File: config.mk
export PLATFORM = sky130hd
export DESIGN_NAME = instrQueue_flat
export DESIGN_NICKNAME = d
export VERILOG_FILES = /design/src/mipsPkg.sv /design/src/fetchIf.sv /design/src/issueIf.sv /design/src/instrQueue.sv /design/src/flat_wrapper.sv
export SDC_FILE = /design/constraint.sdc
export NUM_CORES = 1
export LEC_CHECK = 0
export ABC_CLOCK_PERIOD_IN_PS = 5210
export BUFFER_PORTS_ARGS = -buffer_cell sky130_fd_sc_hd__buf_4
export CAP_MARGIN = 10
export CORE_MARGIN = 2
export CORE_UTILIZATION = 40
export DETAILED_ROUTE_END_ITERATION = 8
export HOLD_SLACK_MARGIN = 0.05
export SYNTH_ARGS = -nofsm -noshare
export SYNTH_HDL_FRONTEND = slang
export SYNTH_SLANG_ARGS = --single-unit
File: constraint.sdc
create_clock -name clk -period 5.21 [get_ports clk]
set_input_delay 0.2605 -clock clk [delete_from_list [all_inputs] [get_ports clk]]
set_output_delay 0.2605 -clock clk [all_outputs]
set_load 0.03 [all_outputs]
File: src/mipsPkg.sv
`default_nettype none

package mipsPkg;

    localparam int DATA_W     = 32;
    localparam int REG_ADDR_W = 5;

    typedef logic [DATA_W-1:0]     dataT;
    typedef logic [REG_ADDR_W-1:0] regIdxT;

    // primary opcodes
    localparam logic [5:0] OP_SPECIAL = 6'h00;  // R-type, funct picks the op
    localparam logic [5:0] OP_ADDIU   = 6'h09;
    localparam logic [5:0] OP_SLTI    = 6'h0a;
    localparam logic [5:0] OP_ANDI    = 6'h0c;
    localparam logic [5:0] OP_ORI     = 6'h0d;
    localparam logic [5:0] OP_XORI    = 6'h0e;
    localparam logic [5:0] OP_LUI     = 6'h0f;

    // funct field under SPECIAL
    localparam logic [5:0] FN_ADDU = 6'h21;
    localparam logic [5:0] FN_SUBU = 6'h23;
    localparam logic [5:0] FN_AND  = 6'h24;
    localparam logic [5:0] FN_OR   = 6'h25;
    localparam logic [5:0] FN_XOR  = 6'h26;
    localparam logic [5:0] FN_SLT  = 6'h2a;
    localparam logic [5:0] FN_SLTU = 6'h2b;

    typedef enum logic [3:0] {
        ALU_ADD,
        ALU_SUB,
        ALU_AND,
        ALU_OR,
        ALU_XOR,
        ALU_SLT,
        ALU_SLTU,
        ALU_LUI
    } aluOpT;

    // one fetched instruction with its address
    typedef struct packed {
        dataT pc;
        dataT instr;
    } queueEntryT;

    typedef struct packed {
        logic   valid;
        dataT   pc;
        aluOpT  aluOp;
        dataT   srcA;
        dataT   srcB;      // immediate already selected
        logic   regWrite;
        regIdxT writeReg;
    } issueSlotT;

    typedef struct packed {
        logic   regWrite;
        regIdxT writeReg;
        dataT   data;
        dataT   pc;
    } wbT;

endpackage

`default_nettype wire

File: src/fetchIf.sv
`timescale 1ns/1ns
`default_nettype none

// pairs of fetched instructions going into the queue
interface fetchIf
    import mipsPkg::*;
#(
    parameter int CNT_W = 4
) ();

    logic             pushValid;
    queueEntryT       pushLo;     // lower address
    queueEntryT       pushHi;
    logic [CNT_W-1:0] freeSlots;  // empty queue entries

    modport fetch (output pushValid, pushLo, pushHi, input freeSlots);
    modport queue (input pushValid, pushLo, pushHi, output freeSlots);

endinterface

`default_nettype wire

File: src/issueIf.sv
`timescale 1ns/1ns
`default_nettype none

// two oldest queue entries offered to issue, pop count returned
interface issueIf
    import mipsPkg::*;
();

    logic       headValid;
    queueEntryT head;       // oldest
    logic       nextValid;
    queueEntryT next;
    logic [1:0] popCount;   // 0, 1 or 2

    modport queue (
        output headValid, head, nextValid, next,
        input  popCount
    );

    modport issue (
        input  headValid, head, nextValid, next,
        output popCount
    );

endinterface

`default_nettype wire

File: src/instrQueue.sv
`timescale 1ns/1ns
`default_nettype none

module instrQueue
    import mipsPkg::*;
#(
    parameter int QUEUE_DEPTH = 8
) (
    input  logic  clk,
    input  logic  rstN_i,
    fetchIf.queue fq,
    issueIf.queue iq
);

    localparam int PTR_W = $clog2(QUEUE_DEPTH);
    localparam int CNT_W = PTR_W + 1;

    queueEntryT       mem [QUEUE_DEPTH];
    logic [PTR_W-1:0] rdPtr;
    logic [PTR_W-1:0] wrPtr;
    logic [CNT_W-1:0] count;
    logic [CNT_W-1:0] pushCnt;

    assign pushCnt = fq.pushValid ? CNT_W'(2) : '0;

    // pointers wrap on their own, depth is a power of two
    always_ff @(posedge clk or negedge rstN_i) begin
        if (!rstN_i) begin
            rdPtr <= '0;
            wrPtr <= '0;
            count <= '0;
        end else begin
            if (fq.pushValid) begin
                wrPtr <= wrPtr + PTR_W'(2);
            end
            rdPtr <= rdPtr + PTR_W'(iq.popCount);
            count <= count + pushCnt - CNT_W'(iq.popCount);
        end
    end

    // both words of a pair land in one cycle, lower address first
    always_ff @(posedge clk) begin
        if (fq.pushValid) begin
            mem[wrPtr]               <= fq.pushLo;
            mem[wrPtr + PTR_W'(1)]   <= fq.pushHi;
        end
    end

    assign fq.freeSlots = CNT_W'(QUEUE_DEPTH) - count;

    assign iq.headValid = (count >= CNT_W'(1));
    assign iq.nextValid = (count >= CNT_W'(2));
    assign iq.head      = mem[rdPtr];
    assign iq.next      = mem[rdPtr + PTR_W'(1)];

endmodule

`default_nettype wire

File: src/flat_wrapper.sv
// flat-port wrapper written by rule: the top's interface ports become plain ports
module instrQueue_flat import mipsPkg::*;
#(
    parameter int QUEUE_DEPTH = 8
)
  (clk, rstN_i, fq_pushValid, fq_pushLo, fq_pushHi, fq_freeSlots, iq_headValid, iq_head, iq_nextValid, iq_next, iq_popCount);
  fetchIf fq_i ();
  issueIf iq_i ();
  input  logic clk;
  input  logic rstN_i;
  input wire logic [$bits(fq_i.pushValid)-1:0] fq_pushValid;
  input wire logic [$bits(fq_i.pushLo)-1:0] fq_pushLo;
  input wire logic [$bits(fq_i.pushHi)-1:0] fq_pushHi;
  output wire logic [$bits(fq_i.freeSlots)-1:0] fq_freeSlots;
  output wire logic [$bits(iq_i.headValid)-1:0] iq_headValid;
  output wire logic [$bits(iq_i.head)-1:0] iq_head;
  output wire logic [$bits(iq_i.nextValid)-1:0] iq_nextValid;
  output wire logic [$bits(iq_i.next)-1:0] iq_next;
  input wire logic [$bits(iq_i.popCount)-1:0] iq_popCount;
  assign fq_i.pushValid = fq_pushValid;
  assign fq_i.pushLo = fq_pushLo;
  assign fq_i.pushHi = fq_pushHi;
  assign fq_freeSlots = fq_i.freeSlots;
  assign iq_headValid = iq_i.headValid;
  assign iq_head = iq_i.head;
  assign iq_nextValid = iq_i.nextValid;
  assign iq_next = iq_i.next;
  assign iq_i.popCount = iq_popCount;
  instrQueue #(.QUEUE_DEPTH(QUEUE_DEPTH)) u_core (.clk(clk), .rstN_i(rstN_i), .fq(fq_i), .iq(iq_i));
endmodule
# Word-level counts from Yosys, hierarchy flattened
# Memories as Yosys holds them, arrays and structs flattened.
# Index checks and enable logic that the tools add are counted.
[word_totals] out_inout_bits=134 ff_bits=10 ram_bits=512 word_cells=16 n_memories=1
[classes] muxes=3 magnitude_cmp=2 add_sub_neg=7
[memory_table] name="u_core.mem" words=8 word_bits=64 read_ports=2 rd_clocked_by_memory_dff=0 wr=2 line_no="instrQueue.sv:18" source="queueEntryT mem [QUEUE_DEPTH];"
[ops] op="$add A3 B1 Y3 const B" count=2
[ops] op="$add A4 B4 Y4" count=1
[ops] op="$ge A4 B1 Y1 const B" count=1
[ops] op="$ge A4 B2 Y1 const B" count=1
[ops] op="$sub A4 B2 Y4" count=1
[ops] op="$sub A4 B4 Y4 const A" count=1
[ops] op="$add A3 B2 Y3" count=1
[ops] op="$add A3 B2 Y3 const B" count=1
[ops] op="$mux W1" count=2
[ops] op="$mux W2" count=1

# Longest topological paths before layout
[logic_depth] ltp_word=3 mapped_depth=8 mapped_depth_nobuf=7

# Worst setup path after synthesis
# OpenSTA, ideal clock, no wires.
[synth_path] path_type="register to register" from="reg u_core.wrPtr[1]" to="mem u_core.mem[4][0] in the netlist's numbering (enable)" arrival_ns=3.553 stages_incl_launch_ff=4 required_time_ns=4.708 setup_ns=0.502 path_buffers=0 slack_ns=1.155 period_less_slack_ns=4.055 cell_sequence="dfrtp_1 inv_1 ha_1 and2_1"
[synth_rtl] item="start: declaration" line_no="instrQueue.sv:20" source="logic [PTR_W-1:0] wrPtr;"
[synth_rtl] item="start signal: assignment" line_no="instrQueue.sv:34" source="wrPtr <= wrPtr + PTR_W'(2);"
[synth_rtl] item="end: declaration" line_no="instrQueue.sv:18"

# Worst setup path after layout
[layout_path] from="reg u_core.rdPtr[1]" to="out iq_next[11]"
[layout_via] elab_chain_len=2
[layout_rtl] item="start: declaration" line_no="instrQueue.sv:19" source="logic [PTR_W-1:0] rdPtr;"
[layout_rtl] item="start signal: assignment" line_no="instrQueue.sv:36" source="rdPtr <= rdPtr + PTR_W'(iq.popCount);"
[layout_rtl] item="$add A3 B1 Y3" line_no="instrQueue.sv:54" source="assign iq.next = mem[rdPtr + PTR_W'(1)];"
[layout_rtl] item="$mem_v2 Z8 W64"
[layout_rtl] item="end: declaration" line_no="flat_wrapper.sv:18" source="output wire logic [$bits(iq_i.next)-1:0] iq_next;"
# No other way between the ends.

==> out/metrics.csv <==
metric,value,unit
Setup CP Type,register to primary output,
WP data required,4950,ps
status,finished clean,
Slew headroom,0.263,
Top Ports,267,
Mapped Area,24700,um^2
register area share after synthesis,0.630,
"flops & latches, synth",521,
total track usage,0.188,
Sum Neg Setup Slack,0,ps
die area,63900,um^2
post-cts sizing count,0,
Post-route DRC,0,
clock skew,18.1,ps
post-route ant nets,0,
CTS buffer count,56,
M3 GR Usage,0.0312,
vias in the first global route,15700,
I/O Buffers,266,
CTS tree,built,
max-cap viol count,0,
CP endpoint kind,primary output,
largest net degree at the start of global routing,103,
combinational family with the most area after synthesis,multiplexers,
Crit path arrival time,4120,ps
CP startpoint,u_core.rdPtr[1],
Fin. Hold Viols,0,
DR pass1 iterations,5,
Reg2Reg Setup Slack,2720,ps
first-pass GRT wire length,92.6,mm
R2R Path End,u_core.mem[7][8],
post-synthesis compound-gate area fraction,0.0455,
# clock sinks,521,
Starting DRT DRC Count,1068,
critical path capture point,iq_next[11],
Mapped Cells,1469,
"Clk pin slew, worst setup/hold paths",60,ps
Vias/cell,5.64,
via count,15000,
Root Driver,clkbuf_16,
synthesized netlist net count,1617,
CP max FO,66,
die height,253,um
clk_lat worst skew,610,ps
Netlist cell types,25,
Synth Area in Simple Gates,0.0828,
core area,61500,um^2
average cell area after synthesis,16.8,um^2
Layout Nets,1968,
Worst setup SP type,register,
Initial Util,0.403,
pre-CTS WS,1370,ps
gr busiest metal,met2,
mux cell area share after synthesis,0.197,
R2R cell count,3,
HP Class,input port to register,
RSZ-0062 raised after global routing,no,
dpl cells,2419,
DP HPWL,35.5,mm
WL/cell,22.8,um
Fillers,5156,
final worst slack,828,ps
Final setup viols,0,
share of cells above drive strength 1,0.310,
area grow syn2layout,23.2,%
row count,91,
GRT met1 Usage,0.243,
GR Util met2,0.324,
gpl congestion,0.764,
H-tree level count,2,
global route overflow,0,
die width,253,um
Final Core Density,0.496,
RR Startpoint,u_core.wrPtr[1],
Total Routed Length,60.6,mm
Final Cycle Share,0.841,
area share of fa/ha/maj cells after synthesis,0.00849,
minimum clock period,4380,ps
worst-margin pin slew,1100,ps
antenna violations before repair,3,
Synth Area in XOR/XNOR,0.00248,
clk buf depth,3,
fmax,0.228,GHz
Pins Over Slew Limit,0,
Syn. warnings,0,
Final Non-Filler Cells,2656,
[state kept, by name (all words and copies together) (netlist names)]
name          count
u_core.mem      512
u_core.count      4
u_core.rdPtr      3
u_core.wrPtr      2
[placed cells by master, fill, tap and decap left out, types with 2 or more instances in the layout]
master and count:
clkbuf_16 57, xnor2_1 2, clkinv_2 7, buf_12 7, clkinvlp_4 3, clkinv_1 10
mux2i_1 128, edfxtp_1 512, mux2_2 64, inv_1 13, and3_1 128, fa_1 3
clkbuf_1 13, nor4_1 64, and2_4 4, mux4_2 128, a2111oi_0 128, buf_4 289
nor2b_1 128, dlygate4sd3_1 133, dfrtp_1 6, inv_6 3, ha_1 11, dfrtp_4 3
clkbuf_8 5, bufinv_16 5, xor2_1 3
[stage by stage]
step	cell area (um^2)	hold slack (ps)
2_1_floorplan	24700	-35.1
3_3_place_gp	27300	90.9
3_5_place_dp	27300	97.0
4_1_cts	30500	334
5_1_grt	30500	367
6_report	30500	382
[logic make-up after synthesis]
| group | Yosys count |
|---|---|
| simple gates | 328 |
| buf+inv | 149 |
| fa+ha+maj | 15 |
| flops | 521 |
| compound gates | 129 |
| xor+xnor | 7 |
| mux | 320 |
[timing repair]
item,in CTS,in global routing
hold buffers,133,0
setup buffers,0,0
endpoints found under the hold margin,527,0
[cells in the mapped netlist]
master / number / area [um^2]
nand3b_1: 1 / 7.51
and2_1: 4 / 25.0
a2111oi_0: 128 / 1120
nor3_1: 1 / 5.00
nand3_1: 1 / 5.00
buf_6: 20 / 225
xnor2_1: 3 / 26.3
clkbuf_4: 1 / 7.51
ha_1: 12 / 150
inv_1: 13 / 48.8
dfrtp_1: 9 / 225
nor2b_1: 128 / 801
clkbuf_1: 69 / 259
mux2i_1: 128 / 1280
fa_1: 3 / 60.1
nor4_1: 64 / 400
and3_1: 128 / 801
edfxtp_1: 512 / 15400
buf_4: 19 / 143
buf_2: 27 / 135
mux4_2: 128 / 2880
nand2_1: 1 / 3.75
mux2_2: 64 / 721
o21ai_0: 1 / 5.00
xor2_1: 4 / 35.0
[metal layers]
metal,vias up,routed length (um)
li1,6799,-
met1,7720,25700
met2,371,30600
met3,97,2790
met4,4,1440
met5,-,27
[worst max-delay path, stage by stage (launching register included)]
cell and delay [ps]:
dfrtp_4 740, ha_4 990, buf_4 610, a2111oi_0 210, nor4_1 640, buf_4 280
[worst min path at each step]
stage	startpoint	to	slack (ps)	cells past startpoint
detailed placement	rstN_i	u_core.wrPtr[2]	100	1
finish	fq_pushHi[4]	u_core.mem[5][4]	380	2
floorplan	rstN_i	u_core.count[0]	-40	0
CTS	fq_pushHi[4]	u_core.mem[5][4]	330	2
global route	fq_pushHi[4]	u_core.mem[5][4]	370	2
global placement	rstN_i	u_core.wrPtr[1]	90	1
[area by class of cell]
type                            count  area, um^2  share of cell area
Timing Repair Buffer              429        3640               0.119
Clock buffer                       75        1540              0.0506
Tap cell                          790         988              0.0324
Antenna cell                        1        2.50           0.0000821
Clock inverter                     28         272             0.00891
Multi-Input combinational cell    799        8380               0.275
Inverter                           13        48.8             0.00160
Sequential cell                   521       15600               0.512
Power is left out: the tool's default activity adds up to more than one toggle a clock period on the data nets, which glitch-free logic cannot reach.
