==> config.mk <==
export PLATFORM = sky130hd
export DESIGN_NAME = issueStage_flat
export DESIGN_NICKNAME = d
export VERILOG_FILES = /design/src/mipsPkg.sv /design/src/issueIf.sv /design/src/issueStage.sv /design/src/flat_wrapper.sv
export SDC_FILE = /design/constraint.sdc
export NUM_CORES = 1
export LEC_CHECK = 0
export BUFFER_PORTS_ARGS = -buffer_cell sky130_fd_sc_hd__buf_2
export CAP_MARGIN = 20
export CORE_AREA = 4 4 296 298
export CTS_CLUSTER_DIAMETER = 30
export DETAILED_ROUTE_END_ITERATION = 10
export DIE_AREA = 0 0 300 302
export PLACE_DENSITY = 0.46
export SETUP_SLACK_MARGIN = 0.3
export SLEW_MARGIN = 25
export SYNTH_ARGS = -nofsm -noshare
export SYNTH_HDL_FRONTEND = slang
export SYNTH_SLANG_ARGS = --single-unit
==> constraint.sdc <==
create_clock -name clk -period 3.05 [get_ports clk]
set_clock_uncertainty 0.15 [all_clocks]
set_input_delay 0.4575 -clock clk [delete_from_list [all_inputs] [get_ports clk]]
set_output_delay 0.4575 -clock clk [all_outputs]
set_load 0.03 [all_outputs]
==> src/mipsPkg.sv <==
`default_nettype none

package mipsPkg;

    localparam int DATA_W     = 32;
    localparam int REG_ADDR_W = 5;

    typedef logic [DATA_W-1:0]     dataT;
    typedef logic [REG_ADDR_W-1:0] regIdxT;

    // primary opcodes
    localparam logic [5:0] OP_SPECIAL = 6'h00;  // R-type, funct picks the op
    localparam logic [5:0] OP_ADDIU   = 6'h09;
    localparam logic [5:0] OP_SLTI    = 6'h0a;
    localparam logic [5:0] OP_ANDI    = 6'h0c;
    localparam logic [5:0] OP_ORI     = 6'h0d;
    localparam logic [5:0] OP_XORI    = 6'h0e;
    localparam logic [5:0] OP_LUI     = 6'h0f;

    // funct field under SPECIAL
    localparam logic [5:0] FN_ADDU = 6'h21;
    localparam logic [5:0] FN_SUBU = 6'h23;
    localparam logic [5:0] FN_AND  = 6'h24;
    localparam logic [5:0] FN_OR   = 6'h25;
    localparam logic [5:0] FN_XOR  = 6'h26;
    localparam logic [5:0] FN_SLT  = 6'h2a;
    localparam logic [5:0] FN_SLTU = 6'h2b;

    typedef enum logic [3:0] {
        ALU_ADD,
        ALU_SUB,
        ALU_AND,
        ALU_OR,
        ALU_XOR,
        ALU_SLT,
        ALU_SLTU,
        ALU_LUI
    } aluOpT;

    // one fetched instruction with its address
    typedef struct packed {
        dataT pc;
        dataT instr;
    } queueEntryT;

    typedef struct packed {
        logic   valid;
        dataT   pc;
        aluOpT  aluOp;
        dataT   srcA;
        dataT   srcB;      // immediate already selected
        logic   regWrite;
        regIdxT writeReg;
    } issueSlotT;

    typedef struct packed {
        logic   regWrite;
        regIdxT writeReg;
        dataT   data;
        dataT   pc;
    } wbT;

endpackage

`default_nettype wire

==> src/issueIf.sv <==
`timescale 1ns/1ns
`default_nettype none

// two oldest queue entries offered to issue, pop count returned
interface issueIf
    import mipsPkg::*;
();

    logic       headValid;
    queueEntryT head;       // oldest
    logic       nextValid;
    queueEntryT next;
    logic [1:0] popCount;   // 0, 1 or 2

    modport queue (
        output headValid, head, nextValid, next,
        input  popCount
    );

    modport issue (
        input  headValid, head, nextValid, next,
        output popCount
    );

endinterface

`default_nettype wire

==> src/issueStage.sv <==
`timescale 1ns/1ns
`default_nettype none

module issueStage
    import mipsPkg::*;
(
    input  logic      clk,
    input  logic      rstN_i,
    issueIf.issue     iq,
    output regIdxT    rdAddr_o [4],
    input  dataT      rdData_i [4],
    input  wbT        exFwd_i [2],
    input  wbT        wb_i [2],
    output issueSlotT master_o,
    output issueSlotT slave_o
);

    typedef struct packed {
        logic   supported;
        aluOpT  aluOp;
        logic   useImm;
        dataT   imm;
        logic   regWrite;
        regIdxT writeReg;
    } decT;

    decT       headDec;
    decT       nextDec;
    logic      pairDep;
    logic      masterGo;
    logic      slaveGo;
    dataT      masterRt;
    dataT      slaveRt;
    issueSlotT masterNext;
    issueSlotT slaveNext;

    function automatic decT decode(input dataT instr);
        decT d;
        d.supported = 1'b1;
        d.aluOp     = ALU_ADD;
        d.useImm    = (instr[31:26] != OP_SPECIAL);
        d.imm       = {{16{instr[15]}}, instr[15:0]};
        d.writeReg  = d.useImm ? instr[20:16] : instr[15:11];  // rt for I-type, rd for R-type
        case (instr[31:26])
            OP_SPECIAL: begin
                case (instr[5:0])
                    FN_ADDU: d.aluOp = ALU_ADD;
                    FN_SUBU: d.aluOp = ALU_SUB;
                    FN_AND:  d.aluOp = ALU_AND;
                    FN_OR:   d.aluOp = ALU_OR;
                    FN_XOR:  d.aluOp = ALU_XOR;
                    FN_SLT:  d.aluOp = ALU_SLT;
                    FN_SLTU: d.aluOp = ALU_SLTU;
                    default: d.supported = 1'b0;
                endcase
            end
            OP_ADDIU: d.aluOp = ALU_ADD;
            OP_SLTI:  d.aluOp = ALU_SLT;
            OP_ANDI:  d.aluOp = ALU_AND;
            OP_ORI:   d.aluOp = ALU_OR;
            OP_XORI:  d.aluOp = ALU_XOR;
            OP_LUI:   d.aluOp = ALU_LUI;
            default:  d.supported = 1'b0;
        endcase
        // logical immediates are zero extended
        if (instr[31:26] inside {OP_ANDI, OP_ORI, OP_XORI}) begin
            d.imm = {16'b0, instr[15:0]};
        end
        d.regWrite = d.supported && (d.writeReg != '0);
        return d;
    endfunction

    // younger results override older ones, W before E, master before slave
    function automatic dataT forward(input regIdxT r, input dataT rfData);
        dataT v;
        v = rfData;
        for (int i = 0; i < 2; i++) begin
            if (wb_i[i].regWrite && (wb_i[i].writeReg == r)) begin
                v = wb_i[i].data;
            end
        end
        for (int i = 0; i < 2; i++) begin
            if (exFwd_i[i].regWrite && (exFwd_i[i].writeReg == r)) begin
                v = exFwd_i[i].data;
            end
        end
        return v;
    endfunction

    assign rdAddr_o[0] = iq.head.instr[25:21];
    assign rdAddr_o[1] = iq.head.instr[20:16];
    assign rdAddr_o[2] = iq.next.instr[25:21];
    assign rdAddr_o[3] = iq.next.instr[20:16];

    assign headDec = decode(iq.head.instr);
    assign nextDec = decode(iq.next.instr);

    // slave reading the master's destination waits for the next cycle
    assign pairDep = headDec.regWrite &&
                     ((iq.next.instr[25:21] == headDec.writeReg) ||
                      (!nextDec.useImm && (iq.next.instr[20:16] == headDec.writeReg)));

    assign masterGo    = iq.headValid;
    assign slaveGo     = iq.nextValid && nextDec.supported && !pairDep;
    assign iq.popCount = {1'b0, masterGo} + {1'b0, slaveGo};

    always_comb begin
        masterRt = forward(iq.head.instr[20:16], rdData_i[1]);
        slaveRt  = forward(iq.next.instr[20:16], rdData_i[3]);

        masterNext.valid    = 1'b1;
        masterNext.pc       = iq.head.pc;
        masterNext.aluOp    = headDec.aluOp;
        masterNext.srcA     = forward(iq.head.instr[25:21], rdData_i[0]);
        masterNext.srcB     = headDec.useImm ? headDec.imm : masterRt;
        masterNext.regWrite = headDec.regWrite;
        masterNext.writeReg = headDec.writeReg;

        slaveNext.valid     = 1'b1;
        slaveNext.pc        = iq.next.pc;
        slaveNext.aluOp     = nextDec.aluOp;
        slaveNext.srcA      = forward(iq.next.instr[25:21], rdData_i[2]);
        slaveNext.srcB      = nextDec.useImm ? nextDec.imm : slaveRt;
        slaveNext.regWrite  = nextDec.regWrite;
        slaveNext.writeReg  = nextDec.writeReg;
    end

    always_ff @(posedge clk or negedge rstN_i) begin
        if (!rstN_i) begin
            master_o <= '0;
            slave_o  <= '0;
        end else begin
            master_o <= masterGo ? masterNext : '0;  // bubble when queue is empty
            slave_o  <= slaveGo ? slaveNext : '0;
        end
    end

endmodule

`default_nettype wire

==> src/flat_wrapper.sv <==
// flat-port wrapper written by rule: the top's interface ports become plain ports
module issueStage_flat import mipsPkg::*;
  (clk, rstN_i, rdAddr_o, rdData_i, exFwd_i, wb_i, master_o, slave_o, iq_headValid, iq_head, iq_nextValid, iq_next, iq_popCount);
  issueIf iq_i ();
  input  logic clk;
  input  logic rstN_i;
  output regIdxT rdAddr_o[4];
  input  dataT rdData_i[4];
  input  wbT exFwd_i[2];
  input  wbT wb_i[2];
  output issueSlotT master_o;
  output issueSlotT slave_o;
  input wire logic [$bits(iq_i.headValid)-1:0] iq_headValid;
  input wire logic [$bits(iq_i.head)-1:0] iq_head;
  input wire logic [$bits(iq_i.nextValid)-1:0] iq_nextValid;
  input wire logic [$bits(iq_i.next)-1:0] iq_next;
  output wire logic [$bits(iq_i.popCount)-1:0] iq_popCount;
  assign iq_i.headValid = iq_headValid;
  assign iq_i.head = iq_head;
  assign iq_i.nextValid = iq_nextValid;
  assign iq_i.next = iq_next;
  assign iq_popCount = iq_i.popCount;
  issueStage u_core (.clk(clk), .rstN_i(rstN_i), .iq(iq_i), .rdAddr_o(rdAddr_o), .rdData_i(rdData_i), .exFwd_i(exFwd_i), .wb_i(wb_i), .master_o(master_o), .slave_o(slave_o));
endmodule
# --- Word level (Yosys, flattened, before mapping) ---
# Cells that the tools add are included.
totals:
  reg_bits: 214
  in_bits: 540
  output_inout_bits: 236
classes:
  add_sub_neg: 1
  n_eq_ne: 44
  mux: 32
  n_reduce_logical: 37
op_table:
  columns: ["op", "count"]
  rows:
  - ["32-bit 2-to-1 mux", 20]
  - ["107-bit 2-to-1 mux", 2]
  - ["5-bit equality test", 18]
  - ["6-bit equality test (second input constant)", 14]
  - ["6-bit by 4-bit equality test with 1-bit output (second input constant)", 12]
  - ["3-bit case mux with 6 select lines", 4]
  - ["1-bit logical AND", 22]
  - ["7-bit OR reduction", 2]
  - ["6-bit zero test", 2]
  - ["6-bit nonzero test", 2]
  - ["6-bit OR reduction", 2]
  - ["5-bit 2-to-1 mux", 2]
  - ["5-bit nonzero test", 2]
  - ["3-bit nonzero test", 2]
  - ["1-bit case mux with 2 select lines", 2]
  - ["1-bit by 1-bit adder with 2-bit output", 1]
  - ["1-bit zero test", 2]
  - ["1-bit 2-to-1 mux", 2]
  - ["1-bit logical OR", 1]

# --- Logic depth before layout (Yosys ltp) ---
depth:
  ltp_word: 9
  mapped_depth: 10
  depth_no_buf: 7

# --- Worst setup path after synthesis ---
# OpenSTA, ideal clock, no wires.
synth_timing:
  path_type: "input to output"
  startpoint: "input port iq_head[27]"
  endpoint: "output port iq_popCount[0]"
  arrival_ns: 2.740
  t_required_ns: 2.442
  setup_slack_ns: -0.298
  path_stages: 9
  path_buffers: 2
  cell_sequence: "or4_4 nor3_4 mux2i_1 o221ai_2 o32ai_4 buf_4 buf_2 nor2_1 ha_1"
synth_via:
  elab_chain_len: 9
synth_lines:
  columns: ["item", "line_no", "text"]
  rows:
  - ["start, declared", "flat_wrapper.sv:14", "input wire logic [$bits(iq_i.head)-1:0] iq_head;"]
  - ["6-bit nonzero test", "issueStage.sv:41", "d.useImm = (instr[31:26] != OP_SPECIAL);"]
  - ["5-bit 2-to-1 mux", "issueStage.sv:43", "d.writeReg = d.useImm ? instr[20:16] : instr[15:11];"]
  - ["5-bit equality test", "issueStage.sv:101", "(!nextDec.useImm && (iq.next.instr[20:16] == headDec.writeReg)));"]
  - ["1-bit logical AND", "issueStage.sv:101", null]
  - ["1-bit logical OR", "issueStage.sv:100", "((iq.next.instr[25:21] == headDec.writeReg) ||"]
  - ["1-bit logical AND *", "issueStage.sv:99", "assign pairDep = headDec.regWrite &&"]
  - ["1-bit zero test *", "issueStage.sv:104", "assign slaveGo = iq.nextValid && nextDec.supported && !pairDep;"]
  - ["1-bit logical AND *", "issueStage.sv:104", null]
  - ["via u_core.slaveGo", "issueStage.sv:31", "logic slaveGo;"]
  - ["1-bit by 1-bit adder with 2-bit output *", "issueStage.sv:105", "assign iq.popCount = {1'b0, masterGo} + {1'b0, slaveGo};"]
  - ["end, declared", "flat_wrapper.sv:17", "output wire logic [$bits(iq_i.popCount)-1:0] iq_popCount;"]
# The timed path passes the listed nets; every way through them passes the cells marked *.

# --- Final worst setup path ---
layout_timing:
  startpoint: "input port iq_head[29]"
  endpoint: "output port iq_popCount[0]"
# Same word-level chain as after synthesis.

==> qor.csv <==
stage,metric,value,unit
status,outcome,finished with violations,
status,failing checks,setup timing,
worst_hold_path,Hold Crit Depth,3,
pwr,Comb power frac,16.1,%
pwr,Pwr Total,12.7,mW
pwr,Sw Ratio,27.9,%
logic_synthesis,synthesized area,0.0139,sq mm
cells_and_area,share of cells above drive strength 1,40.7,%
timing,setup TNS,-296,ps
timing,final hold vios,0,
worst_hold_path,Hold EP,u_core.master_o[59]$_DFF_PN0_,
die,row count,107,
worst_setup_path,Setup crit end kind,output pin,
timing,Rel. slew slack,53.9,%
global_route,vias in the first global route,17000,
pwr,Reg power frac,23.3,%
cells_and_area,fin area,0.0231,sq mm
pwr,Clk pwr share,60.6,%
cells_and_area,most frequent cells in the layout,"639 x buf_2, 212 x dfrtp_1, 204 x nor2_1, 157 x nand2_1, 119 x buf_4",
logic_synthesis,"Seq/Total Area, Yosys",38.1,%
route,# DRC,0,
worst_setup_path,required time of the worst setup path,2440,ps
cells_and_area,"most common cell after layout, fill and taps aside",buf_2,
timing,"Min Clock Period, post-route",3240,ps
timing,FMAX,309,MHz
logic_synthesis,asr flop ratio synth,100,%
clock_network,CTS tree,built,
pwr,power per cell area,548,mW/mm^2
cells_and_area,area grow syn2layout,66.3,%
placed_design,post-detail-place hpwl,70.7,mm
die,die height,302,um
route,Total Wirelength,92.7,mm
timing,setup repair after global routing missed its margin,yes,
worst_setup_path,WP data arrival,2630,ps
route,vias post-DR,16600,
logic_synthesis,commonest register cell after synthesis,dfrtp_1,
die,Initial Util,16.4,%
worst_setup_path,Startpoint Class,input port,
route,routed len/inst,25.7,um
global_route,All-Layer GR Usage,19.6,%
clock_network,# H-tree levels,3,
pwr,Psw,3.53,mW
timing,"Slew Viols, Final",0,
timing,Final WS setup,-191,ps
global_route,total gr overflow,0,
die,die extent in x,300,um
logic_synthesis,#FFs+latches synth,212,
global_route,largest net degree at the start of global routing,70,
route,drt first pass iters,5,
die,I/O Pins,776,
worst_hold_path,Hold WC Path Type,in -> reg,
timing,period utilisation layout,106,%
timing,worst slew pin tran,692,ps
pwr,Pint,9.14,mW
cells_and_area,nets,2937,
die,total die area,0.0906,sq mm
route,routed vias/inst,4.60,
clock_network,clk slew on worst S/H paths,40,ps
global_route,initial antenna violation count,34,
die,core area,0.0849,sq mm
clock_network,clk buf depth,3,
logic_synthesis,Post-Syn Instances,1600,
pwr,worst vdd ir,329,uV
cells_and_area,Util after Layout,27.3,%
clock_network,Root Driver,clkbuf_16,
placed_design,Final Wtd Congestion,0.850,
route,Iteration-0 DRC Markers,1121,
timing,# setup viols final,2,
clock_network,CTS sink cnt,212,
global_route,first-pass GRT wire length,127,mm
logic_synthesis,number of enable flip-flop cells after synthesis,0,
placed_design,# port buffers,645,
placed_design,dpl ws,-355,ps
logic_synthesis,Yosys warnings,0,
logic_synthesis,Yosys cell types,57,
route,antenna-violating nets left,0,
job,max cap viols,0,
pwr,Leak,10.9,nW
worst_setup_path,crit path max fanout,4,
logic_synthesis,Mapped Avg Cell Area,8.69,sq um
worst_hold_path,Hold Startpoint,exFwd_i[123],
worst_setup_path,CP Class,in -> out,
clock_network,number of buffers created by CTS,73,
placed_design,DP Area,0.0194,sq mm
[worst max-delay path, stage by stage]
cell and delay (ps):
buf_6 100, or4_4 560, nor3_4 290, buf_6 150
nor4_2 40, o22ai_1 200, o32ai_4 160, buf_12 160
nor2_4 150, ha_4 220, buf_6 130
[layout make-up]
cell class                 count  area [sq um]
antenna                       11          27.5
clock buffer                 101          2080
clock inverter                31           455
fill                        9273         61700
inverter                      30           113
multi-input combinational   1178          7870
sequential                   212          5310
tap                         1144          1430
timing repair buffer         901          5840
[repair_timing]
| item | 4_1_cts | 5_1_grt |
|---|---|---|
| hold buffers | 106 | 0 |
| buffers inserted | 0 | 2 |
| endpoints found under the setup margin | 2 | 2 |
| gates cloned | 0 | 0 |
| gates resized for setup | 16 | 3 |
| endpoints found under the hold margin | 160 | 0 |
| pin swaps | 5 | 3 |
[routing by layer]
metal	up-vias	GRT usage [%]	wire length [um]
met1	8099	24.7	38700
met4	26	5.96	2520
li1	7456	-	-
met5	-	0	171
met2	829	32.7	43600
met3	170	5.51	7690
[cells by family (layout without fill, tap and decap cells)]
family	after synthesis	count (layout)	share of synthesized area, %
buffers and inverters	211	1063	6.57
AO/OA/AOI/OAI	426	426	23.5
AND/OR/NAND/NOR	555	555	18.3
XOR/XNOR	93	93	5.86
multiplexers	101	101	7.56
flip-flops	212	212	38.1
adder cells (fa/ha/maj)	1	1	0.0899
other	1	13	0.0270
[synth_stat cells (all sizes together) (38+ instances only)]
cell	number	share of area, %
xnor2	38	2.4
nor4	54	2.4
nor2	208	5.6
buf	54	2.3
a211oi	38	2.1
o311a	53	3.8
nand2	158	4.3
clkbuf	127	3.4
xor2	55	3.5
dfrtp	212	38
o21ai	102	3.7
mux2i	69	5.0
[power by group through the flow]
stage	sequential, mW	combinational [mW]	clock (mW)
finish	2.96	2.04	7.68
global route	2.96	2.18	8.00
CTS	2.96	2.05	7.82
detailed placement	2.99	1.92	0
global placement	2.99	1.93	0
floorplan	3.21	0.674	0
[flip-flops by register name, indices dropped and copies added, names as in the netlist]
signal,cells
u_core.master_o,106
u_core.slave_o,106
[per-stage QoR]
stage,instances,hold WS [ps]
floorplan,1601,11.9
global placement,3357,285
detailed placement,3357,284
CTS,3595,1.44
global route,3599,20.6
finish,3608,39.2
[worst max path at each step]
stage | start | end
3_5_place_dp | iq_head[27] | iq_popCount[0]
5_1_grt | iq_head[29] | iq_popCount[0]
2_1_floorplan | iq_head[27] | iq_popCount[0]
4_1_cts | iq_head[29] | iq_popCount[0]
6_report | iq_head[29] | iq_popCount[0]
3_3_place_gp | iq_head[27] | iq_popCount[0]
Power figures use the tool's default switching activity.
