**src/mipsPkg.sv**
```systemverilog
`default_nettype none

package mipsPkg;

    localparam int DATA_W     = 32;
    localparam int REG_ADDR_W = 5;

    typedef logic [DATA_W-1:0]     dataT;
    typedef logic [REG_ADDR_W-1:0] regIdxT;

    // primary opcodes
    localparam logic [5:0] OP_SPECIAL = 6'h00;  // R-type, funct picks the op
    localparam logic [5:0] OP_ADDIU   = 6'h09;
    localparam logic [5:0] OP_SLTI    = 6'h0a;
    localparam logic [5:0] OP_ANDI    = 6'h0c;
    localparam logic [5:0] OP_ORI     = 6'h0d;
    localparam logic [5:0] OP_XORI    = 6'h0e;
    localparam logic [5:0] OP_LUI     = 6'h0f;

    // funct field under SPECIAL
    localparam logic [5:0] FN_ADDU = 6'h21;
    localparam logic [5:0] FN_SUBU = 6'h23;
    localparam logic [5:0] FN_AND  = 6'h24;
    localparam logic [5:0] FN_OR   = 6'h25;
    localparam logic [5:0] FN_XOR  = 6'h26;
    localparam logic [5:0] FN_SLT  = 6'h2a;
    localparam logic [5:0] FN_SLTU = 6'h2b;

    typedef enum logic [3:0] {
        ALU_ADD,
        ALU_SUB,
        ALU_AND,
        ALU_OR,
        ALU_XOR,
        ALU_SLT,
        ALU_SLTU,
        ALU_LUI
    } aluOpT;

    // one fetched instruction with its address
    typedef struct packed {
        dataT pc;
        dataT instr;
    } queueEntryT;

    typedef struct packed {
        logic   valid;
        dataT   pc;
        aluOpT  aluOp;
        dataT   srcA;
        dataT   srcB;      // immediate already selected
        logic   regWrite;
        regIdxT writeReg;
    } issueSlotT;

    typedef struct packed {
        logic   regWrite;
        regIdxT writeReg;
        dataT   data;
        dataT   pc;
    } wbT;

endpackage

`default_nettype wire

```
**src/fetchIf.sv**
```systemverilog
`timescale 1ns/1ns
`default_nettype none

// pairs of fetched instructions going into the queue
interface fetchIf
    import mipsPkg::*;
#(
    parameter int CNT_W = 4
) ();

    logic             pushValid;
    queueEntryT       pushLo;     // lower address
    queueEntryT       pushHi;
    logic [CNT_W-1:0] freeSlots;  // empty queue entries

    modport fetch (output pushValid, pushLo, pushHi, input freeSlots);
    modport queue (input pushValid, pushLo, pushHi, output freeSlots);

endinterface

`default_nettype wire

```
**src/instrFetch.sv**
```systemverilog
`timescale 1ns/1ns
`default_nettype none

module instrFetch
    import mipsPkg::*;
#(
    parameter dataT RESET_PC = 32'hBFC0_0000
) (
    input  logic  clk,
    input  logic  rstN_i,
    output dataT  pc_o,
    output logic  instEn_o,
    input  dataT  inst1_i,
    input  dataT  inst2_i,
    input  logic  iCacheStall_i,
    fetchIf.fetch fq
);

    dataT pcReg;        // next pair to request
    dataT pendPc;       // address of the pair in flight
    logic pendValid;
    logic fetchOn;      // set once reset is released
    logic completing;

    // the pair in flight returns in the first cycle without a stall
    assign completing = pendValid && !iCacheStall_i;

    // room is needed for the pair in flight and for the new one
    assign instEn_o = fetchOn && (!pendValid || completing) && (fq.freeSlots >= 4);
    assign pc_o     = pcReg;

    always_ff @(posedge clk or negedge rstN_i) begin
        if (!rstN_i) begin
            pcReg     <= RESET_PC;
            pendValid <= 1'b0;
            fetchOn   <= 1'b0;
        end else begin
            fetchOn <= 1'b1;
            if (instEn_o) begin
                pcReg     <= pcReg + 32'd8;
                pendValid <= 1'b1;
            end else if (completing) begin
                pendValid <= 1'b0;
            end
        end
    end

    always_ff @(posedge clk) begin
        if (instEn_o) begin
            pendPc <= pcReg;
        end
    end

    // each word goes into the queue with its own address
    assign fq.pushValid = completing;
    assign fq.pushLo    = '{pc: pendPc, instr: inst1_i};
    assign fq.pushHi    = '{pc: pendPc + 32'd4, instr: inst2_i};

endmodule

`default_nettype wire

```
**src/flat_wrapper.sv**
```systemverilog
// flat-port wrapper written by rule: the top's interface ports become plain ports
module instrFetch_flat import mipsPkg::*;
#(
    parameter dataT RESET_PC = 32'hBFC0_0000
)
  (clk, rstN_i, pc_o, instEn_o, inst1_i, inst2_i, iCacheStall_i, fq_pushValid, fq_pushLo, fq_pushHi, fq_freeSlots);
  fetchIf fq_i ();
  input  logic clk;
  input  logic rstN_i;
  output dataT pc_o;
  output logic instEn_o;
  input  dataT inst1_i;
  input  dataT inst2_i;
  input  logic iCacheStall_i;
  output wire logic [$bits(fq_i.pushValid)-1:0] fq_pushValid;
  output wire logic [$bits(fq_i.pushLo)-1:0] fq_pushLo;
  output wire logic [$bits(fq_i.pushHi)-1:0] fq_pushHi;
  input wire logic [$bits(fq_i.freeSlots)-1:0] fq_freeSlots;
  assign fq_pushValid = fq_i.pushValid;
  assign fq_pushLo = fq_i.pushLo;
  assign fq_pushHi = fq_i.pushHi;
  assign fq_i.freeSlots = fq_freeSlots;
  instrFetch #(.RESET_PC(RESET_PC)) u_core (.clk(clk), .rstN_i(rstN_i), .pc_o(pc_o), .instEn_o(instEn_o), .inst1_i(inst1_i), .inst2_i(inst2_i), .iCacheStall_i(iCacheStall_i), .fq(fq_i));
endmodule
```
**config.mk**
```make
export PLATFORM = sky130hd
export DESIGN_NAME = instrFetch_flat
export DESIGN_NICKNAME = d
export VERILOG_FILES = /design/src/mipsPkg.sv /design/src/fetchIf.sv /design/src/instrFetch.sv /design/src/flat_wrapper.sv
export SDC_FILE = /design/constraint.sdc
export NUM_CORES = 1
export LEC_CHECK = 0
export BUFFER_PORTS_ARGS = -buffer_cell sky130_fd_sc_hd__buf_2
export CORE_ASPECT_RATIO = 0.7
export CORE_MARGIN = 2
export CORE_UTILIZATION = 43
export DETAILED_ROUTE_END_ITERATION = 10
export PLACE_DENSITY = 0.85
export SETUP_SLACK_MARGIN = 0.5
export SYNTH_ARGS = -nofsm -noshare
export SYNTH_HDL_FRONTEND = slang
export SYNTH_SLANG_ARGS = --single-unit
```
**constraint.sdc**
```tcl
create_clock -name clk -period 7.38 [get_ports clk]
set_clock_uncertainty 0.2 [all_clocks]
set_input_delay 0.738 -clock clk [delete_from_list [all_inputs] [get_ports clk]]
set_output_delay 0.738 -clock clk [all_outputs]
set_load 0.05 [all_outputs]
```
Word-level counts from Yosys, hierarchy flattened:

Index checks and enable logic that the tools add are counted.

* $add $sub $neg: 2
* div/mod/pow operators: 0
* reductions and logical operators: 7
* magnitude comparators: 1
* eq/ne operators: 0
* muxes and demuxes: 2
* shift operators: 0
* bitwise logic cells: 0
* multiply operators: 0

Operators by type and width (number)
* 32-bit by 3-bit adder with 32-bit output (second input constant): 1
* 32-bit by 4-bit adder with 32-bit output (second input constant): 1
* 4-bit by 3-bit >= comparator with 1-bit output (second input constant): 1
* 1-bit logical AND: 3
* 1-bit logical NOT: 2
* 1-bit 2-to-1 mux: 2
* 2-bit nonzero test: 1
* 1-bit logical OR: 1

* output and inout port bits: 162
* register bits: 66
* memories: 0
* ROM bits: 0
* bits in latches: 0
* logic and storage cells: 16
* RAM bits: 0

Longest topological paths before layout:

Gate-level depths: netlist of run 1.

* word-level depth: 6
* depth in mapped cells: 5
* gate-level depth less buffers: 4

Worst setup path before layout of run 1:

No wires, ideal clock.

* path type: in2out
* from: input fq_freeSlots[2]
* to: output instEn_o
* path slack: 3.283 ns
* stages: 2
* arrival: 3.159 ns
* path buffers: 0
* cells stage by stage: o21ai_0 > a21oi_1

* word-level cells in the longest chain between the ends: 2

Ends and longest elaborated chain
* start, declared: line flat_wrapper.sv:18 `input wire logic [$bits(fq_i.freeSlots)-1:0] fq_freeSlots;`
* 4-bit by 3-bit >= comparator with 1-bit output: line instrFetch.sv:29 `assign instEn_o = fetchOn && (!pendValid || completing) && (fq.freeSlots >= 4);`
* 1-bit logical AND: line instrFetch.sv:29
* end, declared: line flat_wrapper.sv:11 `output logic instEn_o;`

No other way between the ends.

Worst setup path after layout of run 1:

Same ends and word-level chain as after synthesis.

==> results_dict.tcl, run 1 <==
set metrics [dict create \
    setup_tns_ns 0 \
    final_common_cell "buf_2" \
    register_area_um2 1660 \
    wl_met2_mm 2.37 \
    nNetsFinal 333 \
    syn-mean-instance-area_um2 12.2 \
    cts-resized-gates 0 \
    required_ns 6.44 \
    globalplace.congestion 0.731 \
    grt_usage 0.146 \
    layout-drive-gt1-share 0.474 \
    fmax_ghz 0.352 \
    crit_fanout 34 \
    top_layer "met4" \
    cts_made_buffers 9 \
    end_kind "primary output" \
    fill_cells 633 \
    final_cell_mix "93 x buf_2, 29 x edfxtp_1, 22 x dfrtp_1" \
    finalWorstPathRequiredPeriod_ns 2.84 \
    crit_arrival_ns 1.90 \
    ys_seq_area_frac 0.538 \
    multi_input_comb_area_um2 682 \
    core_um2 6850 \
    yosysTopAreaCell "edfxtp_1" \
    vias 1664 \
    netlist_area_um2 3080 \
    crit_end "instEn_o" \
    rsz0062_at_grt "no" \
    clk_pin_slew_ns 0.07 \
    hpwl_mm 3.93 \
    status "finished clean" \
    crit_path_frequent_cell "buf_2" \
    ant_nets 0 \
    ys_ff_latch 60 \
    drv_cap 0 \
    grt_overflow_total 0 \
    area_growth_syn_to_layout_pct 2.40 \
    worst_path_largest_cell_delay_ns 0.40 \
    drtIter0Drc 62 \
    clk_latency_ns 0.33 \
    cts_tree "yes" \
    avgRoutedWirePerCell_um 15.1 \
    startpoint_type "input port" \
    die_area_um2 7860 \
    pwr-share-comb 0.248 \
    fin_area_um2 3150 \
    routedLengthMet1_mm 2.29 \
    via_per_inst 4.62 \
    die_h_um 74.8 \
    r2r_end "u_core.pc_o[25]" \
    sw_frac_of_total 0.364 \
    clock-sinks 60 \
    rows 25 \
    initial_utilization 0.449 \
    clock_path_buffers 2 \
    power_switching_mw 0.357 \
    fin_crit_sh 0.385 \
    crit_start "fq_freeSlots[2]" \
    antenna_found_initial 0 \
    rrSetupSlack_ns 5.45 \
    min_path_type "in -> async" \
    power_density_nw_per_um2 311 \
    seq_power_share 0.426 \
    p_clk_frac 0.325 \
    setup_viol 0 \
    p_leak_nw 1.42 \
    grt_pass1_vias 1582 \
    maxSlewHeadroom 0.537 \
    final_util 0.460 \
    ios 233 \
    met3_length_um 672 \
    drc 0 \
    grt_start_max_net_pins 35 \
    yosys_warnings 0 \
    grt_pass1_wl_mm 8.36 \
    numPortBuffers 93 \
    placed_cell_area_um2 2940 \
    postCtsSetupRepairBufs 0 \
    final_hold_viol_count 0 \
    ir_drop_mv 0.136 \
    synth_top_area_frac 0.283 \
    maxSlewViolCount 0 \
    synth_area_leaders "edfxtp_1 28%, buf_4 25%, dfrtp_1 18%" \
    cts_hold_buf 0 \
    num_antenna_cells 0 \
    ctsRootBufferMaster "clkbuf_8" \
    r2r_cells 4 \
    slowest_stage "buf_4" \
    synthCells 252 \
    wirelength_mm 5.44 \
    synth_cell_type_count 30 \
    tightest_slew_ns 0.695 \
    die_x_um 105 \
    first_pass_iters 4 \
    r2r-start "u_core.pc_o[11]" \
    intPower_mw 0.624 \
    crit_chain "buf_2, o21ai_0, a21oi_4, buf_4, buf_2" \
    cts.htree.levels 3 \
    path_class "in -> out" \
]
==> critical path, delay by kind of cell <==
kind / cells / cell delay, ns
AO/OA/AOI/OAI: 2 / 0.30
buffers and inverters: 3 / 0.83
==> metrics by stage <==
step | power, mW | worst slack [ns] | hold WS [ns] | std cells
floorplan | 0.726 | 3.28 | 0.242 | 260
global placement | 0.669 | 4.56 | 0.289 | 344
detailed placement | 0.672 | 4.52 | 0.290 | 344
CTS | 0.994 | 4.52 | 0.267 | 360
global route | 1.03 | 4.42 | 0.284 | 360
finish | 0.981 | 4.54 | 0.244 | 360
==> synthesized netlist by cell type <==
cell type / count
and4_4: 1
nor2b_1: 1
clkbuf_1: 2
nand3_1: 7
buf_4: 102
nand4_4: 1
and4_1: 3
edfxtp_1: 29
inv_1: 2
o21ai_0: 1
and3_1: 3
nor3_1: 4
nor4_4: 1
a21oi_1: 1
nand3b_1: 1
nand4b_1: 1
nor2_1: 1
xor2_1: 8
conb_1: 2
dfstp_2: 9
xnor2_1: 20
nand4_1: 11
o21a_1: 1
mux2_2: 1
and2_1: 2
dfrtp_1: 22
and4b_1: 1
ha_1: 1
nor4_2: 3
nand2_1: 10
==> cell families after synthesis <==
group	synth area share
buf+inv	0.254
flops	0.538
simple gates	0.113
xor+xnor	0.0796
compound gates	0.00569
other cells	0.00244
fa+ha+maj	0.00406
mux	0.00366
==> power by group through the flow <==
stage               sequential (mW)  clock [mW]  combinational (mW)
floorplan                     0.522           0               0.204
global placement              0.424           0               0.245
detailed placement            0.426           0               0.246
CTS                           0.419       0.328               0.247
global route                  0.426       0.345               0.256
finish                        0.418       0.319               0.244
==> final cells by class <==
| cell class | instances | share of cell area |
|---|---|---|
| multi-input combinational | 94 | 0.216 |
| tap | 94 | 0.0373 |
| timing repair buffer | 94 | 0.150 |
| clock buffer | 10 | 0.0405 |
| clock inverter | 6 | 0.0278 |
| sequential | 60 | 0.526 |
| inverter | 2 | 0.00238 |
==> worst min-delay path by stage <==
stage | from | end
2_1_floorplan | rstN_i | u_core.fetchOn
3_3_place_gp | u_core.pc_o[31] | u_core.pc_o[31]
3_5_place_dp | u_core.pc_o[31] | u_core.pc_o[31]
4_1_cts | rstN_i | u_core.pc_o[30]
5_1_grt | rstN_i | u_core.pc_o[5]
6_report | rstN_i | u_core.pc_o[21]
==> sequential cells by signal, indices dropped and copies added (netlist names) <==
name / count
u_core.fetchOn: 1
u_core.pendPc: 29
u_core.pendValid: 1
u_core.pc_o: 29
==> routing by layer <==
metal | up-vias | global-route usage
met5 | - | 0
met4 | 0 | 0.0622
met3 | 19 | 0.106
met2 | 115 | 0.210
met1 | 768 | 0.169
li1 | 762 | -
Power figures use the tool's default switching activity.
==> inputs of run 2 (changes only) <==
--- a/config.mk
+++ b/config.mk
@@ -5,12 +5,13 @@
 export SDC_FILE = /design/constraint.sdc
 export NUM_CORES = 1
 export LEC_CHECK = 0
+export ABC_AREA = 1
 export BUFFER_PORTS_ARGS = -buffer_cell sky130_fd_sc_hd__buf_2
 export CORE_ASPECT_RATIO = 0.7
 export CORE_MARGIN = 2
-export CORE_UTILIZATION = 43
+export CORE_UTILIZATION = 37
 export DETAILED_ROUTE_END_ITERATION = 10
-export PLACE_DENSITY = 0.85
+export PLACE_DENSITY = 0.76
 export SETUP_SLACK_MARGIN = 0.5
 export SYNTH_ARGS = -nofsm -noshare
 export SYNTH_HDL_FRONTEND = slang
==> constraint.sdc (replaced) <==
create_clock -name clk -period 2.27 [get_ports clk]
set_clock_uncertainty 0.2 [all_clocks]
set_input_delay 0.227 -clock clk [delete_from_list [all_inputs] [get_ports clk]]
set_output_delay 0.227 -clock clk [all_outputs]
set_load 0.05 [all_outputs]
==> run 2 against run 1 <==
Net effect:
- setup slack worse by 4.0 ns
- first-iteration DRC count is 40% higher
- critical endpoint unchanged
- design area is 15% higher
- die area is 23% higher
- combinational power grew to 2.9 times the previous value
- sequential power grew to 3.2 times the previous value
- non-clock buffer count is 6 higher
==> results_dict.tcl, run 2 <==
set metrics [dict create \
    syn-mean-instance-area_um2 9.86 \
    nNetsFinal 424 \
    ys_ff_latch 60 \
    power_density_nw_per_um2 973 \
    synth_cell_type_count 22 \
    sw_frac_of_total 0.307 \
    drv_cap 0 \
    crit_buf_inv 1 \
    slowest_stage "dfrtp_1" \
    first_pass_iters 4 \
    ir_drop_mv 0.423 \
    synth.most_common_cell "buf_4" \
    synth_common_cells "102 x buf_4, 53 x nand2_1, 29 x edfxtp_1" \
    die_x_um 117 \
    die_area_um2 9710 \
    startpoint_type "register" \
    cts_tree "yes" \
    p_clk_frac 0.428 \
    required_ns 1.84 \
    power_switching_mw 1.08 \
    clk_latency_ns 0.32 \
    crit_chain "nand2_2, nand2_2, nor2_4, buf_2" \
    yosys_warnings 0 \
    ys_seq_area_frac 0.502 \
    synth_top_area_frac 0.264 \
    rsz0062_at_grt "yes" \
    clock_path_buffers 2 \
    rows 28 \
    avgRoutedWirePerCell_um 13.8 \
    grt_overflow_total 0 \
    crit_arrival_ns 1.29 \
    min_path_type "in -> reg" \
    ctsRootBufferMaster "clkbuf_16" \
    p_leak_nw 1.69 \
    netlist_area_um2 3300 \
    place_inst 457 \
    cts_made_buffers 9 \
    globalplace.congestion 0.821 \
    synthArstFlopShare 0.517 \
    grt_usage 0.135 \
    antenna_found_initial 0 \
    status "finished clean" \
    fmax_ghz 0.581 \
    ios 233 \
    cts.htree.levels 3 \
    ys.flop_type "edfxtp_1" \
    maxSlewHeadroom 0.526 \
    setup_tns_ns 0 \
    numPortBuffers 93 \
    path_class "reg -> out" \
    grt_pass1_wl_mm 9.97 \
    maxSlewViolCount 0 \
    end_kind "primary output" \
    intPower_mw 2.45 \
    final_common_cell "buf_2" \
    area_growth_syn_to_layout_pct 10.1 \
    yosysTopAreaCell "edfxtp_1" \
    tightest_slew_ns 0.712 \
    setup_viol 0 \
    clock-sinks 60 \
    multi_input_comb_area_um2 872 \
    synth_edf_count 29 \
    crit_path_frequent_cell "nand2_2" \
    fill_cells 843 \
    initial_utilization 0.386 \
    pwr-share-comb 0.197 \
    finalWorstPathRequiredPeriod_ns 1.72 \
    register_area_um2 1660 \
    fin_crit_sh 0.758 \
    synthCells 335 \
    crit_fanout 3 \
    grt_start_max_net_pins 32 \
    vias 2065 \
    hpwl_mm 4.86 \
    seq_power_share 0.375 \
    num_antenna_cells 0 \
    die_h_um 83.0 \
    drtIter0Drc 87 \
    via_per_inst 4.33 \
    core_um2 8550 \
    synth_area_leaders "edfxtp_1 26%, buf_4 23%, dfrtp_1 17%" \
    layout.cells.non_filler 477 \
    final_cell_mix "93 x buf_2, 52 x nand2_1, 29 x edfxtp_1" \
    final_hold_viol_count 0 \
    layout-drive-gt1-share 0.417 \
    grt_pass1_vias 1904 \
    whs_ns 0.139 \
    worst_path_largest_cell_delay_ns 0.39 \
    critical_path.top_delay_family "flip-flops" \
    wirelength_mm 6.60 \
    clk_pin_slew_ns 0.05 \
    drc 0 \
    ant_nets 0 \
]
[run 2: layout make-up]
| class | instances | area share |
|---|---|---|
| repair buffers | 100 | 0.145 |
| flip-flops and latches | 60 | 0.457 |
| multi-input cells | 156 | 0.240 |
| inverters | 25 | 0.0258 |
| well taps | 120 | 0.0413 |
| clock inverters | 5 | 0.0275 |
| clock buffers | 11 | 0.0640 |
[run 2: stage by stage]
| step | total power [mW] | utilization | worst slack, ns | instance area [µm²] |
|---|---|---|---|---|
| after global routing | 3.67 | 0.425 | 0.456 | 3640 |
| final | 3.54 | 0.425 | 0.550 | 3640 |
| after floorplan | 2.23 | - | 0.169 | 3350 |
| after global placement | 2.02 | 0.377 | 0.611 | 3220 |
| after detailed placement | 2.03 | 0.377 | 0.585 | 3220 |
| after CTS | 3.56 | 0.420 | 0.532 | 3590 |
[run 2: timing repair]
| item | 4_1_cts | 5_1_grt |
|---|---|---|
| hold endpoints to repair | 23 | 0 |
| gates cloned | 0 | 0 |
| pin swaps | 1 | 1 |
| hold buffers | 2 | 0 |
| gates resized for setup | 0 | 11 |
| setup endpoints to repair | 1 | 7 |
| buffers inserted | 2 | 0 |
[run 2: logic make-up (layout without fill, tap and decap cells)]
family,count (synthesis),after routing,share of synthesized area
adders and majority gates,1,1,0.00379
buffers and inverters,127,141,0.260
other,2,10,0.00227
xor gates and xnor gates,20,20,0.0531
AOI/OAI and AO/OA,1,1,0.00227
and+or+nand+nor,124,124,0.176
DFF,60,60,0.502
[run 2: routing by layer]
| layer | global-route usage | vias up | part of all wire | routed length [µm] |
|---|---|---|---|---|
| met5 | 0 | - | 0 | 0 |
| met1 | 0.166 | 946 | 0.43 | 2840 |
| met4 | 0.0759 | 0 | 0.022 | 148 |
| met2 | 0.200 | 108 | 0.45 | 3000 |
| met3 | 0.0547 | 21 | 0.094 | 617 |
| li1 | - | 990 | - | - |
[run 2: worst paths after layout]
kind,slack (ns),end,depth (start not counted),startpoint
max,0.55,instEn_o,4,u_core.pendValid
min,0.14,u_core.pendValid,4,iCacheStall_i
max reg2reg,0.61,u_core.pc_o[27],7,u_core.pc_o[3]
min reg2reg,0.30,u_core.pc_o[29],2,u_core.pc_o[29]
max in group asynchronous,1.07,u_core.pc_o[3],2,rstN_i
min in group asynchronous,0.30,u_core.pc_o[5],2,rstN_i
[run 2: power groups by stage]
| stage | logic [mW] | clock network (mW) | registers [mW] |
|---|---|---|---|
| 3_5_place_dp | 0.688 | 0 | 1.35 |
| 2_1_floorplan | 0.614 | 0 | 1.62 |
| 3_3_place_gp | 0.682 | 0 | 1.34 |
| 6_report | 0.697 | 1.51 | 1.33 |
| 5_1_grt | 0.736 | 1.59 | 1.34 |
| 4_1_cts | 0.699 | 1.53 | 1.33 |
[run 2: worst min-delay path: stages]
cell and delay, ns:
buf_2 0.09, nand2_2 0.08, nand3_4 0.16, nand2_1 0.06
